===== src/hw/sample_buffer_pkg.sv =====
//--------------------------------------------------------------------
// BANK_DEPTH must equal 2**ADDR_BITS, and DEPTH_BITS must hold twice it
//--------------------------------------------------------------------
package sample_buffer_pkg;

  localparam int CHANNELS   = 2;
  localparam int DATA_WIDTH = 16;
  localparam int BANK_DEPTH = 16;
  localparam int ADDR_BITS  = 4;
  // one extra bit so a chained channel can count to 32
  localparam int DEPTH_BITS = 6;

  // wishbone word addresses
  localparam logic [1:0] REG_CMD    = 2'd0;
  localparam logic [1:0] REG_CFG    = 2'd1;
  localparam logic [1:0] REG_STATUS = 2'd2;

  // capture state codes, also seen in the status word
  localparam logic [1:0] ST_IDLE   = 2'd0;
  localparam logic [1:0] ST_ARMED  = 2'd1;
  localparam logic [1:0] ST_SAVING = 2'd2;
  localparam logic [1:0] ST_DONE   = 2'd3;

  // write data word, read as cmd at REG_CMD and as cfg at REG_CFG
  typedef union packed {
    struct packed {
      logic [25:0] rsvd;
      logic        dma_start;
      logic        dma_clear;
      logic        capture_clear;
      logic        sw_stop;
      logic        sw_start;
      logic        arm;
    } cmd;
    struct packed {
      logic [30:0] rsvd;
      // 0 one bank per channel, 1 both banks behind channel 0
      logic        banking_mode;
    } cfg;
  } ctl_word_u;

endpackage


===== src/hw/bank_readout.sv =====
//--------------------------------------------------------------------
// dma_start while a stream runs is ignored; dma_clear outside a stream
// is ignored as well
//--------------------------------------------------------------------
`timescale 1ns/100ps
module bank_readout (
  input  logic readout_clk,
  input  logic capture_reset,
  input  logic banking_mode,
  input  logic cmd_dma_start,
  input  logic cmd_dma_clear,
  input  logic [sample_buffer_pkg::CHANNELS-1:0][sample_buffer_pkg::DEPTH_BITS-1:0] bank_depth,
  output logic rd_bank,
  output logic [sample_buffer_pkg::ADDR_BITS-1:0] rd_addr,
  input  logic [sample_buffer_pkg::DATA_WIDTH-1:0] rd_data,
  output logic out_valid,
  output logic [sample_buffer_pkg::DATA_WIDTH-1:0] out_data,
  output logic out_last,
  input  logic out_ready
);

  localparam int AB = sample_buffer_pkg::ADDR_BITS;

  logic                                     streaming;
  logic [sample_buffer_pkg::DEPTH_BITS-1:0] idx;
  logic [sample_buffer_pkg::DEPTH_BITS-1:0] idx_next;
  logic [sample_buffer_pkg::DEPTH_BITS-1:0] idx_b1;
  logic [sample_buffer_pkg::DEPTH_BITS-1:0] total;
  logic                                     rd_pending;
  logic                                     rd_last_q;
  logic                                     issue;
  logic                                     pop;
  logic [2:0]                               in_use;
  // two-entry skid buffer
  logic [sample_buffer_pkg::DATA_WIDTH-1:0] fifo_data [2];
  logic [1:0]                               fifo_last;
  logic                                     wr_ptr;
  logic                                     rd_ptr;
  logic [1:0]                               fifo_count;

  assign out_valid = (fifo_count != 2'd0);
  assign out_data  = fifo_data[rd_ptr];
  assign out_last  = fifo_last[rd_ptr];

  always_comb begin
    total    = banking_mode ? bank_depth[0] : bank_depth[0] + bank_depth[1];
    idx_next = idx + {{(sample_buffer_pkg::DEPTH_BITS-1){1'b0}}, 1'b1};
    idx_b1   = idx - bank_depth[0];
    // stream index to bank and address
    if (banking_mode) begin
      rd_bank = idx[AB];
      rd_addr = idx[AB-1:0];
    end else if (idx < bank_depth[0]) begin
      rd_bank = 1'b0;
      rd_addr = idx[AB-1:0];
    end else begin
      rd_bank = 1'b1;
      rd_addr = idx_b1[AB-1:0];
    end
    pop    = out_valid && out_ready;
    // entries held next cycle, counting the read in flight
    in_use = {1'b0, fifo_count} + {2'b00, rd_pending} - {2'b00, pop};
    issue  = streaming && (idx < total) && (in_use < 3'd2);
  end

  always_ff @(posedge readout_clk) begin
    if (capture_reset) begin
      streaming  <= 1'b0;
      idx        <= '0;
      rd_pending <= 1'b0;
      fifo_count <= 2'd0;
      wr_ptr     <= 1'b0;
      rd_ptr     <= 1'b0;
    end else if (cmd_dma_clear && streaming) begin
      // the read in flight is dropped with the buffer contents
      streaming  <= 1'b0;
      rd_pending <= 1'b0;
      fifo_count <= 2'd0;
      wr_ptr     <= 1'b0;
      rd_ptr     <= 1'b0;
    end else begin
      rd_pending <= issue;
      if (cmd_dma_start && !streaming && total != '0) begin
        streaming <= 1'b1;
        idx       <= '0;
      end else begin
        if (issue) begin
          idx <= idx_next;
        end
        if (pop && out_last) begin
          streaming <= 1'b0;
        end
      end
      if (rd_pending) begin
        wr_ptr <= ~wr_ptr;
      end
      if (pop) begin
        rd_ptr <= ~rd_ptr;
      end
      fifo_count <= fifo_count + {1'b0, rd_pending} - {1'b0, pop};
    end
  end

  always_ff @(posedge readout_clk) begin
    rd_last_q <= (idx_next == total);
    if (rd_pending) begin
      fifo_data[wr_ptr] <= rd_data;
      fifo_last[wr_ptr] <= rd_last_q;
    end
  end

endmodule


===== src/hw/buffer_regs.sv =====
//--------------------------------------------------------------------
// wishbone classic, one ack per request; command bits act only at the ack
// edge and are not stored, so reading REG_CMD returns zero
//--------------------------------------------------------------------
`timescale 1ns/100ps
module buffer_regs (
  input  logic        readout_clk,
  input  logic        capture_reset,
  input  logic        wb_cyc,
  input  logic        wb_stb,
  input  logic        wb_we,
  input  logic [1:0]  wb_adr,
  input  logic [31:0] wb_dat_w,
  output logic [31:0] wb_dat_r,
  output logic        wb_ack,
  input  logic [1:0]  capture_state,
  input  logic        capture_full,
  output logic        cmd_arm,
  output logic        cmd_sw_start,
  output logic        cmd_sw_stop,
  output logic        cmd_capture_clear,
  output logic        cmd_dma_clear,
  output logic        cmd_dma_start,
  output logic        banking_mode
);

  logic                         req;
  logic                         wr_cmd;
  sample_buffer_pkg::ctl_word_u wr_word;

  // new request only while no ack is pending
  assign req     = wb_cyc && wb_stb && !wb_ack;
  assign wr_word = wb_dat_w;
  assign wr_cmd  = req && wb_we && (wb_adr == sample_buffer_pkg::REG_CMD);

  // pulses are high in the cycle before the ack edge, so consumers act at it
  assign cmd_arm           = wr_cmd && wr_word.cmd.arm;
  assign cmd_sw_start      = wr_cmd && wr_word.cmd.sw_start;
  assign cmd_sw_stop       = wr_cmd && wr_word.cmd.sw_stop;
  assign cmd_capture_clear = wr_cmd && wr_word.cmd.capture_clear;
  assign cmd_dma_clear     = wr_cmd && wr_word.cmd.dma_clear;
  assign cmd_dma_start     = wr_cmd && wr_word.cmd.dma_start;

  always_ff @(posedge readout_clk) begin
    if (capture_reset) begin
      wb_ack       <= 1'b0;
      banking_mode <= 1'b0;
    end else begin
      wb_ack <= req;
      if (req && wb_we && (wb_adr == sample_buffer_pkg::REG_CFG)) begin
        banking_mode <= wr_word.cfg.banking_mode;
      end
    end
  end

  // read data lines up with the ack
  always_ff @(posedge readout_clk) begin
    if (req) begin
      case (wb_adr)
        sample_buffer_pkg::REG_STATUS: wb_dat_r <= {28'd0, banking_mode, capture_full, capture_state};
        sample_buffer_pkg::REG_CFG:    wb_dat_r <= {31'd0, banking_mode};
        default:                       wb_dat_r <= 32'd0;
      endcase
    end
  end

endmodule


===== src/hw/capture_control.sv =====
//--------------------------------------------------------------------
// after a stop or full the FSM waits in done until capture_clear, so every
// new capture starts from empty banks
//--------------------------------------------------------------------
`timescale 1ns/100ps
module capture_control (
  input  logic       readout_clk,
  input  logic       capture_reset,
  input  logic       cmd_arm,
  input  logic       cmd_sw_start,
  input  logic       cmd_sw_stop,
  input  logic       cmd_capture_clear,
  input  logic       hw_start,
  input  logic       hw_stop,
  input  logic [sample_buffer_pkg::CHANNELS-1:0] sample_valid,
  input  logic [sample_buffer_pkg::CHANNELS-1:0][sample_buffer_pkg::DATA_WIDTH-1:0] sample_data,
  input  logic       banks_full,
  output logic [1:0] capture_state,
  output logic [sample_buffer_pkg::CHANNELS-1:0] save_valid,
  output logic [sample_buffer_pkg::CHANNELS-1:0][sample_buffer_pkg::DATA_WIDTH-1:0] save_data,
  output logic       capture_end,
  output logic       capture_clear
);

  logic saving;
  logic start_now;
  logic stop_now;

  assign saving = (capture_state == sample_buffer_pkg::ST_SAVING);

  always_comb begin
    // sw_start is taken in idle or armed, hw_start only once armed
    start_now = (cmd_sw_start && (capture_state == sample_buffer_pkg::ST_IDLE ||
                                  capture_state == sample_buffer_pkg::ST_ARMED)) ||
                (hw_start && capture_state == sample_buffer_pkg::ST_ARMED);
    // stops outside saving fall through with no effect
    stop_now  = saving && (cmd_sw_stop || hw_stop || banks_full);
  end

  always_ff @(posedge readout_clk) begin
    if (capture_reset) begin
      capture_state <= sample_buffer_pkg::ST_IDLE;
      save_valid    <= '0;
      capture_end   <= 1'b0;
      capture_clear <= 1'b0;
    end else begin
      capture_clear <= cmd_capture_clear;
      capture_end   <= stop_now && !cmd_capture_clear;

      // the sample at a stop edge is already dropped
      if (saving && !stop_now && !cmd_capture_clear) begin
        save_valid <= sample_valid;
      end else begin
        save_valid <= '0;
      end

      if (cmd_capture_clear) begin
        capture_state <= sample_buffer_pkg::ST_IDLE;
      end else if (stop_now) begin
        capture_state <= sample_buffer_pkg::ST_DONE;
      end else if (start_now) begin
        capture_state <= sample_buffer_pkg::ST_SAVING;
      end else if (cmd_arm && capture_state == sample_buffer_pkg::ST_IDLE) begin
        capture_state <= sample_buffer_pkg::ST_ARMED;
      end
    end
  end

  // data rides along, only the valids are gated
  always_ff @(posedge readout_clk) begin
    save_data <= sample_data;
  end

endmodule


===== src/hw/sample_banks.sv =====
//--------------------------------------------------------------------
// writes past a channel's capacity are dropped; banking_mode must hold
// steady from the start of a capture until its readout is finished
//--------------------------------------------------------------------
`timescale 1ns/100ps
module sample_banks (
  input  logic readout_clk,
  input  logic capture_reset,
  input  logic banking_mode,
  input  logic [sample_buffer_pkg::CHANNELS-1:0] save_valid,
  input  logic [sample_buffer_pkg::CHANNELS-1:0][sample_buffer_pkg::DATA_WIDTH-1:0] save_data,
  input  logic capture_end,
  input  logic capture_clear,
  output logic banks_full,
  output logic capture_full,
  input  logic rd_bank,
  input  logic [sample_buffer_pkg::ADDR_BITS-1:0] rd_addr,
  output logic [sample_buffer_pkg::DATA_WIDTH-1:0] rd_data,
  output logic [sample_buffer_pkg::CHANNELS-1:0][sample_buffer_pkg::DEPTH_BITS-1:0] bank_depth,
  output logic depth_valid,
  input  logic depth_ready,
  output logic [sample_buffer_pkg::CHANNELS-1:0][sample_buffer_pkg::DEPTH_BITS-1:0] depth_data
);

  localparam int AB = sample_buffer_pkg::ADDR_BITS;

  logic [sample_buffer_pkg::DATA_WIDTH-1:0] mem [sample_buffer_pkg::CHANNELS]
                                                 [sample_buffer_pkg::BANK_DEPTH];
  logic [sample_buffer_pkg::CHANNELS-1:0][sample_buffer_pkg::DEPTH_BITS-1:0] wr_count;
  logic [sample_buffer_pkg::CHANNELS-1:0]                                 cnt_inc;
  logic [sample_buffer_pkg::CHANNELS-1:0]                                 req_en;
  logic [sample_buffer_pkg::CHANNELS-1:0][AB-1:0]                         req_addr;
  logic [sample_buffer_pkg::CHANNELS-1:0][sample_buffer_pkg::DATA_WIDTH-1:0] req_data;
  logic [sample_buffer_pkg::CHANNELS-1:0]                                 wr_en_q;
  logic [sample_buffer_pkg::CHANNELS-1:0][AB-1:0]                         wr_addr_q;
  logic [sample_buffer_pkg::CHANNELS-1:0][sample_buffer_pkg::DATA_WIDTH-1:0] wr_data_q;
  logic                                                                   end_q;

  assign bank_depth = wr_count;

  // bit AB set means 16 written, bit AB+1 means 32
  assign banks_full = banking_mode ? wr_count[0][AB+1]
                                   : (wr_count[0][AB] && wr_count[1][AB]);

  // route each saved word to a bank slot
  always_comb begin
    req_en   = '0;
    req_addr = '0;
    req_data = save_data;
    cnt_inc  = '0;
    if (!banking_mode) begin
      for (int c = 0; c < sample_buffer_pkg::CHANNELS; c++) begin
        req_addr[c] = wr_count[c][AB-1:0];
        if (save_valid[c] && !wr_count[c][AB]) begin
          req_en[c]  = 1'b1;
          cnt_inc[c] = 1'b1;
        end
      end
    end else if (save_valid[0] && !wr_count[0][AB+1]) begin
      // channel 0 fills bank 0, then bank 1
      req_en[wr_count[0][AB]]   = 1'b1;
      req_addr[wr_count[0][AB]] = wr_count[0][AB-1:0];
      req_data[wr_count[0][AB]] = save_data[0];
      cnt_inc[0]                = 1'b1;
    end
  end

  always_ff @(posedge readout_clk) begin
    if (capture_reset || capture_clear) begin
      wr_count     <= '0;
      wr_en_q      <= '0;
      capture_full <= 1'b0;
      end_q        <= 1'b0;
      depth_valid  <= 1'b0;
    end else begin
      wr_en_q <= req_en;
      for (int c = 0; c < sample_buffer_pkg::CHANNELS; c++) begin
        wr_count[c] <= wr_count[c] + {{(sample_buffer_pkg::DEPTH_BITS-1){1'b0}}, cnt_inc[c]};
      end
      capture_full <= capture_full || banks_full;
      end_q        <= capture_end;
      if (end_q) begin
        depth_valid <= 1'b1;
      end else if (depth_ready) begin
        depth_valid <= 1'b0;
      end
    end
  end

  always_ff @(posedge readout_clk) begin
    wr_addr_q <= req_addr;
    wr_data_q <= req_data;
    for (int b = 0; b < sample_buffer_pkg::CHANNELS; b++) begin
      if (wr_en_q[b]) begin
        mem[b][wr_addr_q[b]] <= wr_data_q[b];
      end
    end
    rd_data <= mem[rd_bank][rd_addr];
    // counts are final one cycle after capture_end
    if (end_q) begin
      depth_data <= wr_count;
    end
  end

endmodule


===== src/hw/sample_buffer.sv =====
//--------------------------------------------------------------------
// one clock for capture and readout; two channels, two banks of 16 words
//--------------------------------------------------------------------
`timescale 1ns/100ps
module sample_buffer (
  input  logic        readout_clk,
  input  logic        capture_reset,
  input  logic        wb_cyc,
  input  logic        wb_stb,
  input  logic        wb_we,
  input  logic [1:0]  wb_adr,
  input  logic [31:0] wb_dat_w,
  output logic [31:0] wb_dat_r,
  output logic        wb_ack,
  input  logic        hw_start,
  input  logic        hw_stop,
  input  logic [sample_buffer_pkg::CHANNELS-1:0] sample_valid,
  input  logic [sample_buffer_pkg::CHANNELS-1:0][sample_buffer_pkg::DATA_WIDTH-1:0] sample_data,
  output logic        capture_full,
  output logic        depth_valid,
  input  logic        depth_ready,
  output logic [sample_buffer_pkg::CHANNELS-1:0][sample_buffer_pkg::DEPTH_BITS-1:0] depth_data,
  output logic        out_valid,
  input  logic        out_ready,
  output logic [sample_buffer_pkg::DATA_WIDTH-1:0] out_data,
  output logic        out_last
);

  logic [1:0] capture_state;
  logic       cmd_arm;
  logic       cmd_sw_start;
  logic       cmd_sw_stop;
  logic       cmd_capture_clear;
  logic       cmd_dma_clear;
  logic       cmd_dma_start;
  logic       banking_mode;
  logic       capture_end;
  logic       capture_clear;
  logic       banks_full;
  logic       rd_bank;
  logic [sample_buffer_pkg::CHANNELS-1:0] save_valid;
  logic [sample_buffer_pkg::CHANNELS-1:0][sample_buffer_pkg::DATA_WIDTH-1:0] save_data;
  logic [sample_buffer_pkg::ADDR_BITS-1:0]  rd_addr;
  logic [sample_buffer_pkg::DATA_WIDTH-1:0] rd_data;
  logic [sample_buffer_pkg::CHANNELS-1:0][sample_buffer_pkg::DEPTH_BITS-1:0] bank_depth;

  buffer_regs buffer_regs_i (.readout_clk, .capture_reset, .wb_cyc, .wb_stb, .wb_we, .wb_adr,
    .wb_dat_w, .wb_dat_r, .wb_ack, .capture_state, .capture_full, .cmd_arm, .cmd_sw_start,
    .cmd_sw_stop, .cmd_capture_clear, .cmd_dma_clear, .cmd_dma_start, .banking_mode);

  // stage one
  capture_control capture_control_i (.readout_clk, .capture_reset, .cmd_arm, .cmd_sw_start,
    .cmd_sw_stop, .cmd_capture_clear, .hw_start, .hw_stop, .sample_valid, .sample_data,
    .banks_full, .capture_state, .save_valid, .save_data, .capture_end, .capture_clear);

  // stage two
  sample_banks sample_banks_i (.readout_clk, .capture_reset, .banking_mode, .save_valid,
    .save_data, .capture_end, .capture_clear, .banks_full, .capture_full, .rd_bank, .rd_addr,
    .rd_data, .bank_depth, .depth_valid, .depth_ready, .depth_data);

  // stage three
  bank_readout bank_readout_i (.readout_clk, .capture_reset, .banking_mode, .cmd_dma_start,
    .cmd_dma_clear, .bank_depth, .rd_bank, .rd_addr, .rd_data, .out_valid, .out_data,
    .out_last, .out_ready);

endmodule


===== config.mk =====
export PLATFORM = sky130hd
export DESIGN_NAME = sample_buffer
export DESIGN_NICKNAME = d
export VERILOG_FILES = /design/src/hw/sample_buffer_pkg.sv /design/src/hw/bank_readout.sv /design/src/hw/buffer_regs.sv /design/src/hw/capture_control.sv /design/src/hw/sample_banks.sv /design/src/hw/sample_buffer.sv
export SDC_FILE = /design/constraint.sdc
export NUM_CORES = 1
export LEC_CHECK = 0
export BUFFER_PORTS_ARGS = -buffer_cell sky130_fd_sc_hd__clkbuf_2
export CAP_MARGIN = 20
export CORE_MARGIN = 2
export CORE_UTILIZATION = 30
export DETAILED_ROUTE_END_ITERATION = 7
export REMOVE_ABC_BUFFERS = 1
export SLEW_MARGIN = 20
export SYNTH_ARGS = -nofsm -noshare
export SYNTH_HDL_FRONTEND = slang
export SYNTH_SLANG_ARGS = --single-unit

===== constraint.sdc =====
create_clock -name readout_clk -period 7.8 [get_ports readout_clk]
set_input_delay 0.78 -clock readout_clk [delete_from_list [all_inputs] [get_ports readout_clk]]
set_output_delay 0.78 -clock readout_clk [all_outputs]
set_load 0.01 [all_outputs]

# After elaboration in Yosys (flattened, before gate mapping)
# Memories as Yosys holds them, arrays and structs flattened. A register that Yosys moved wholly into a read port is not among the register bits.
# Index checks and enable logic that the tools add are counted.
# op_classes
n_mux	54
n_addsub	9
n_lt_le_gt_ge	13
eq_ne	5
bitwise_logic	8
n_mul	0
shift	0
div_mod_pow	0
reduce_logical	58
# ops
cell	count
$mux 256	2
$demux 16 s4	2
$mux 16	5
$bmux 16 s4	1
$mux 32	2
$logic_and 1x1->1	33
$bwmux 32	1
$mux 1	22
$mux 6	3
$demux 16 s1	1
$mux 8	2
$ge 5x5->1 const B	3
$not 4->5	3
$add 6x1->6	2
$lt 6x6->1	2
$mux 4	3
$lt 5x1->1 const B	2
$mux 2	5
$and 8x8->8	1
$pmux 4 s2	1
$reduce_bool 2->1	4
$logic_not 1->1	7
$add 6x1->6 const B	1
$add 6x6->6	1
other kinds (21)	38
# word_totals
register_bits	172
latch_bits	0
elab_cells	179
mem_bits_ro	0
mem_bits_rw	544
output_inout_bits	65
memories	2
# memory_table
name	words	word_bits	rd	rd_clocked_by_memory_dff	write_ports	line	text
sample_banks_i.mem	2	256	1	0	2	sample_banks.sv:27	logic [sample_buffer_pkg::DATA_WIDTH-1:0] mem [sample_buffer_pkg::CHANNELS]
bank_readout_i.fifo_data	2	16	1	1	1	bank_readout.sv:35	logic [sample_buffer_pkg::DATA_WIDTH-1:0] fifo_data [2];

# Logic depth before layout (Yosys ltp)
# logic_depth
word_depth	13
ltp_mapped	17

# Cells and area by module
# From an unflattened synthesis, not the netlist that was laid out.
# hier_totals
hier_cells	1646
hier_area_um2	26819.5
# by_module_without_submodules
module	area_per_inst_um2	instances	seq_area_each_um2	cells_per_inst
sample_banks	22639.2	1	17196.5	1302
bank_readout	2781.4	1	1301.2	235
capture_control	854.6	1	760.7	51
buffer_regs	544.3	1	160.2	58

# Worst setup path after synthesis
# OpenSTA, ideal clock, no wires.
# synth_path
path_kind	reg2reg
start	register bank_readout_i.idx[0] (netlist bit)
end	register sample_banks_i.rd_data[0] (netlist bit)
path_buffers	6
path_stages_with_launch	18
setup_slack_ns	4.291
t_arrival_ns	3.381
cell_sequence	dfxtp_1 buf_2 buf_1 clkbuf_1 inv_1 ha_1 inv_1 fa_1 a211oi_1 o21ai_1 nand2_1 nand2_1 buf_2 buf_2 clkbuf_1 a31oi_1 a221oi_1 nor4_1
# synth_via
elab_chain_cells	7
# synth_lines
item	line	text
from (decl)	bank_readout.sv:25	logic [sample_buffer_pkg::DEPTH_BITS-1:0] idx;
from (signal assigned)	bank_readout.sv:88	idx <= idx_next;
$lt 6x6->1 / $sub 4x4->4 (equally long branches)	bank_readout.sv:53, bank_readout.sv:48	
$mux 1 / $mux 4 (equally long branches)	bank_readout.sv:53	end else if (idx < bank_depth[0]) begin
$mux 1 / $mux 4 (equally long branches)	bank_readout.sv:50	if (banking_mode) begin
$mem_v2 2x256 / $not 4->5 (equally long branches)	-	
$bmux 16 s4 (*)	sample_banks.sv:98	rd_data <= mem[rd_bank][rd_addr];
$mux 16 (not written as such) (*) (2 in a row)	sample_banks.sv:98	
to (signal assigned)	sample_banks.sv:98	
to (decl)	sample_banks.sv:18	output logic [sample_buffer_pkg::DATA_WIDTH-1:0] rd_data,
# Every way passes the cells marked *; elsewhere a longest branch is shown, timed or not. The select of a mux whose other input is x is not followed.
# A chain may end at the register's enable or synchronous reset.

# Final worst setup path
# layout_path
start	register bank_readout_i.idx[0] (netlist bit)
end	register sample_banks_i.rd_data[12] (netlist bit)
# Same word-level chain as after synthesis.

==> impl_metrics.py <==
metrics = {
    "floorplan": {
        "die-width_um": 302,
        "rows": 109,
        "start_util": 0.302,
        "pin_count": 142,
        "core_area_um2": 88200,
        "die_area_um2": 91200,
        "die_h_um": 302,
    },
    "min_path": {
        "hold_path.class": "in2reg",
        "min_path_cells": 1,
        "hold_end": "capture_control_i.save_data[20]$_DFF_P_",
        "holdCritStartpoint": "sample_data[20]",
    },
    "worst_setup_path": {
        "cp.arrival_ns": 5.02,
        "reg2reg_depth": 13,
        "crit_path_end_kind": "flip-flop",
        "r2r_end": "sample_banks_i.rd_data[12]$_DFF_P_",
        "critPathLaunchType": "flip-flop",
        "crit_type": "reg2reg",
        "critPathMaxFanout": 86,
        "crit_required_ns": 8.26,
        "rrSetupSlack_ns": 3.24,
        "r2r_start": "bank_readout_i.idx[0]$_SDFFE_PP0P_",
    },
    "logic_synthesis": {
        "ys_types": 60,
        "synth_area_um2": 26600,
        "yosysSeqAreaShare": 0.729,
        "synthMuxAreaShare": 0.0411,
        "synth_simple_gate_area_frac": 0.100,
        "synth_top_family_by_area": "simple AND/OR/NAND/NOR gates",
        "synth_edf_count": 562,
        "synth_seq_cells": 689,
        "synth_area_leaders": "edfxtp_1, dfxtp_1, nand2_1",
        "synth_fa_ha_area_frac": 0.0144,
        "avgSynthCellArea_um2": 14.1,
        "synth-async-reset-ratio": 0,
        "ys.warnings.count": 0,
        "yosysMostFrequentCell": "edfxtp_1",
        "synth-compound-area-share": 0.0793,
        "synth_top_flop_cell": "edfxtp_1",
        "synthCells": 1894,
        "synth_area_leader_cell": "edfxtp_1",
        "synth_commonest_cells": "edfxtp_1, nand2_1, dfxtp_1",
        "synth_top_area_frac": 0.633,
        "synthXorXnorAreaFrac": 0.00817,
    },
    "grt": {
        "grt_start_max_net_pins": 164,
        "grt_pass1_wl_um": 99200,
        "grt_usage": 0.146,
        "grt_pass1_vias": 15383,
        "antenna_found_initial": 1,
        "overflow": 0,
    },
    "sta": {
        "max_slew_margin": 0.237,
        "hold_viol_final": 0,
        "drv_slew": 0,
        "setup_viol": 0,
        "min_period_ns": 4.56,
        "worst-slew-pin-transition_ns": 1.14,
        "rsz0062_at_grt": "no",
        "fmax_mhz": 219,
        "clock_skew_ns": 0.0251,
        "min_period_over_period": 0.585,
    },
    "placed_design": {
        "io_buffers": 87,
        "hpwl_um": 37300,
        "gp_congestion": 0.788,
    },
    "clock_tree": {
        "cts_buffers": 69,
        "clock-root-buffer": "clkbuf_16",
        "ctsHoldBuffers": 0,
        "clock-sinks": 689,
        "clk_latency_ns": 0.61,
        "cts_resized": 0,
        "post-cts-setup-buffer-count": 0,
        "clk_path_buf_depth": 3,
        "cts_tree": "built",
        "clkTransAtPathRegs_ns": 0.06,
        "htreeDepth": 3,
    },
    "power_and_ir_drop": {
        "leakage_nw": 10.2,
        "p_total_mw": 8.16,
        "peakVddDrop_mv": 0.148,
        "p_per_area_nw_per_um2": 265,
    },
    "detailed_routing": {
        "drtIter0Drc": 1434,
        "route.detailed.drc": 0,
        "wire_per_inst_um": 21.3,
        "num_vias": 15916,
        "routed_wirelength_um": 67800,
        "final_antenna_net_count": 0,
        "avgViaCountPerCell": 4.99,
        "drt-pass1-iter-count": 5,
    },
    "cells_and_area": {
        "layout-drive-gt1-share": 0.151,
        "syn2layout_area_growth_pct": 15.7,
        "fillers": 8324,
        "n_antenna_cell": 0,
        "post-route-util": 0.349,
        "fin_nets": 2071,
    },
    "job": {
        "drv_cap": 0,
    },
    "outcome": {
        "outcome": "complete, no violations",
    },
}
metrics by stage:
stage	hold WS [ns]	setup WS, ns	cell area [um2]	instances	TNS [ns]
2_1_floorplan	0.327	-2.13	26100	1784	-34.14
3_3_place_gp	0.339	3.36	28400	3059	0
3_5_place_dp	0.338	3.26	28500	3060	0
4_1_cts	0.237	3.19	30800	3187	0
5_1_grt	0.253	2.92	30800	3187	0
6_report	0.272	3.24	30800	3187	0
flip-flops by register name, indices dropped and copies added (netlist names), 4 cells and up, named ones only:
register	count
sample_banks_i.mem	512
sample_banks_i.bank_depth	12
sample_banks_i.wr_data_q	32
sample_banks_i.rd_data	16
sample_banks_i.depth_data	12
bank_readout_i.fifo_data	32
capture_control_i.save_data	32
sample_banks_i.wr_addr_q	8
bank_readout_i.idx	6
buffer_regs_i.wb_dat_r	4
layout make-up:
| cell class | count | area [um2] | share of cell area |
|---|---|---|---|
| flip-flops and latches | 689 | 19400 | 0.630 |
| multi-input cells | 1068 | 6830 | 0.221 |
| clock buffers | 97 | 1980 | 0.0643 |
| well taps | 1165 | 1460 | 0.0473 |
| repair buffers | 111 | 648 | 0.0210 |
| clock inverters | 30 | 388 | 0.0126 |
| inverters | 27 | 101 | 0.00329 |
cells in the final DEF (no fill, tap or decap), types with 5 or more instances in the layout:
cell type  count
and2_1        11
dfxtp_1      126
nor4_1        16
xor2_1         7
clkinv_2      11
clkbuf_8       6
nor2b_1       66
o21ai_0        6
a31oi_1       68
clkbuf_1      16
nand3_1       83
ha_1          25
conb_1        28
nand2b_1       5
nor3_2         7
nor2_4        18
nand2_1      279
nand3b_1       6
xnor2_1       16
clkbuf_16     73
clkbuf_2      88
mux2i_1       70
mux2_2        33
buf_4         21
edfxtp_1     562
inv_1         25
a21o_1         5
a21oi_1       76
bufinv_16      8
nor2_2         8
and3_1         7
a221oi_1      65
a211oi_1      67
nor2_1        32
nor3_1         9
worst max path at each step:
stage,start,endpoint,slack [ns],cells after the start
3_3_place_gp,bank_readout_i.idx[0]$_SDFFE_PP0P_,sample_banks_i.rd_data[7]$_DFF_P_,3.36,13
3_5_place_dp,bank_readout_i.idx[0]$_SDFFE_PP0P_,sample_banks_i.rd_data[7]$_DFF_P_,3.26,13
2_1_floorplan,bank_readout_i.idx[0]$_SDFFE_PP0P_,sample_banks_i.rd_data[0]$_DFF_P_,-2.13,12
4_1_cts,bank_readout_i.idx[0]$_SDFFE_PP0P_,sample_banks_i.rd_data[12]$_DFF_P_,3.19,13
6_report,bank_readout_i.idx[0]$_SDFFE_PP0P_,sample_banks_i.rd_data[12]$_DFF_P_,3.24,13
5_1_grt,bank_readout_i.idx[0]$_SDFFE_PP0P_,sample_banks_i.rd_data[7]$_DFF_P_,2.92,13
power by group:
part | internal, mW | switching (mW) | total [mW]
Sequential | 4.04 | 0.0772 | 4.12
Combinational | 0.210 | 0.410 | 0.621
Clock | 2.05 | 1.37 | 3.42
Total | 6.30 | 1.86 | 8.16
logic make-up (layout without fill, tap and decap cells):
family	count (synthesis)	count (layout)
other	1	28
AO/OA/AOI/OAI	308	308
buffers and inverters	164	265
multiplexers	105	105
adder cells (fa/ha/maj)	29	29
XOR/XNOR	24	24
AND/OR/NAND/NOR	574	574
flip-flops	689	689
critical path, stage by stage (launching register included):
cell      delay (ns)
dfxtp_4         0.67
inv_1           0.21
ha_1            0.23
inv_1           0.08
fa_1            0.21
a211oi_1        0.08
o21ai_1         0.21
a21o_1          0.25
and2_4          0.56
buf_4           0.89
nand2_1         0.11
a31oi_1         0.20
a221oi_1        0.14
nor4_1          0.51
routing by layer:
layer	vias to the layer above	track usage	wire, um
met5	-	0	0
met3	132	0.0215	4360
met2	641	0.237	31800
li1	7211	-	-
met4	0	0.0566	2150
met1	7932	0.199	29600
Note: power is estimated with default switching activity, not from simulation.
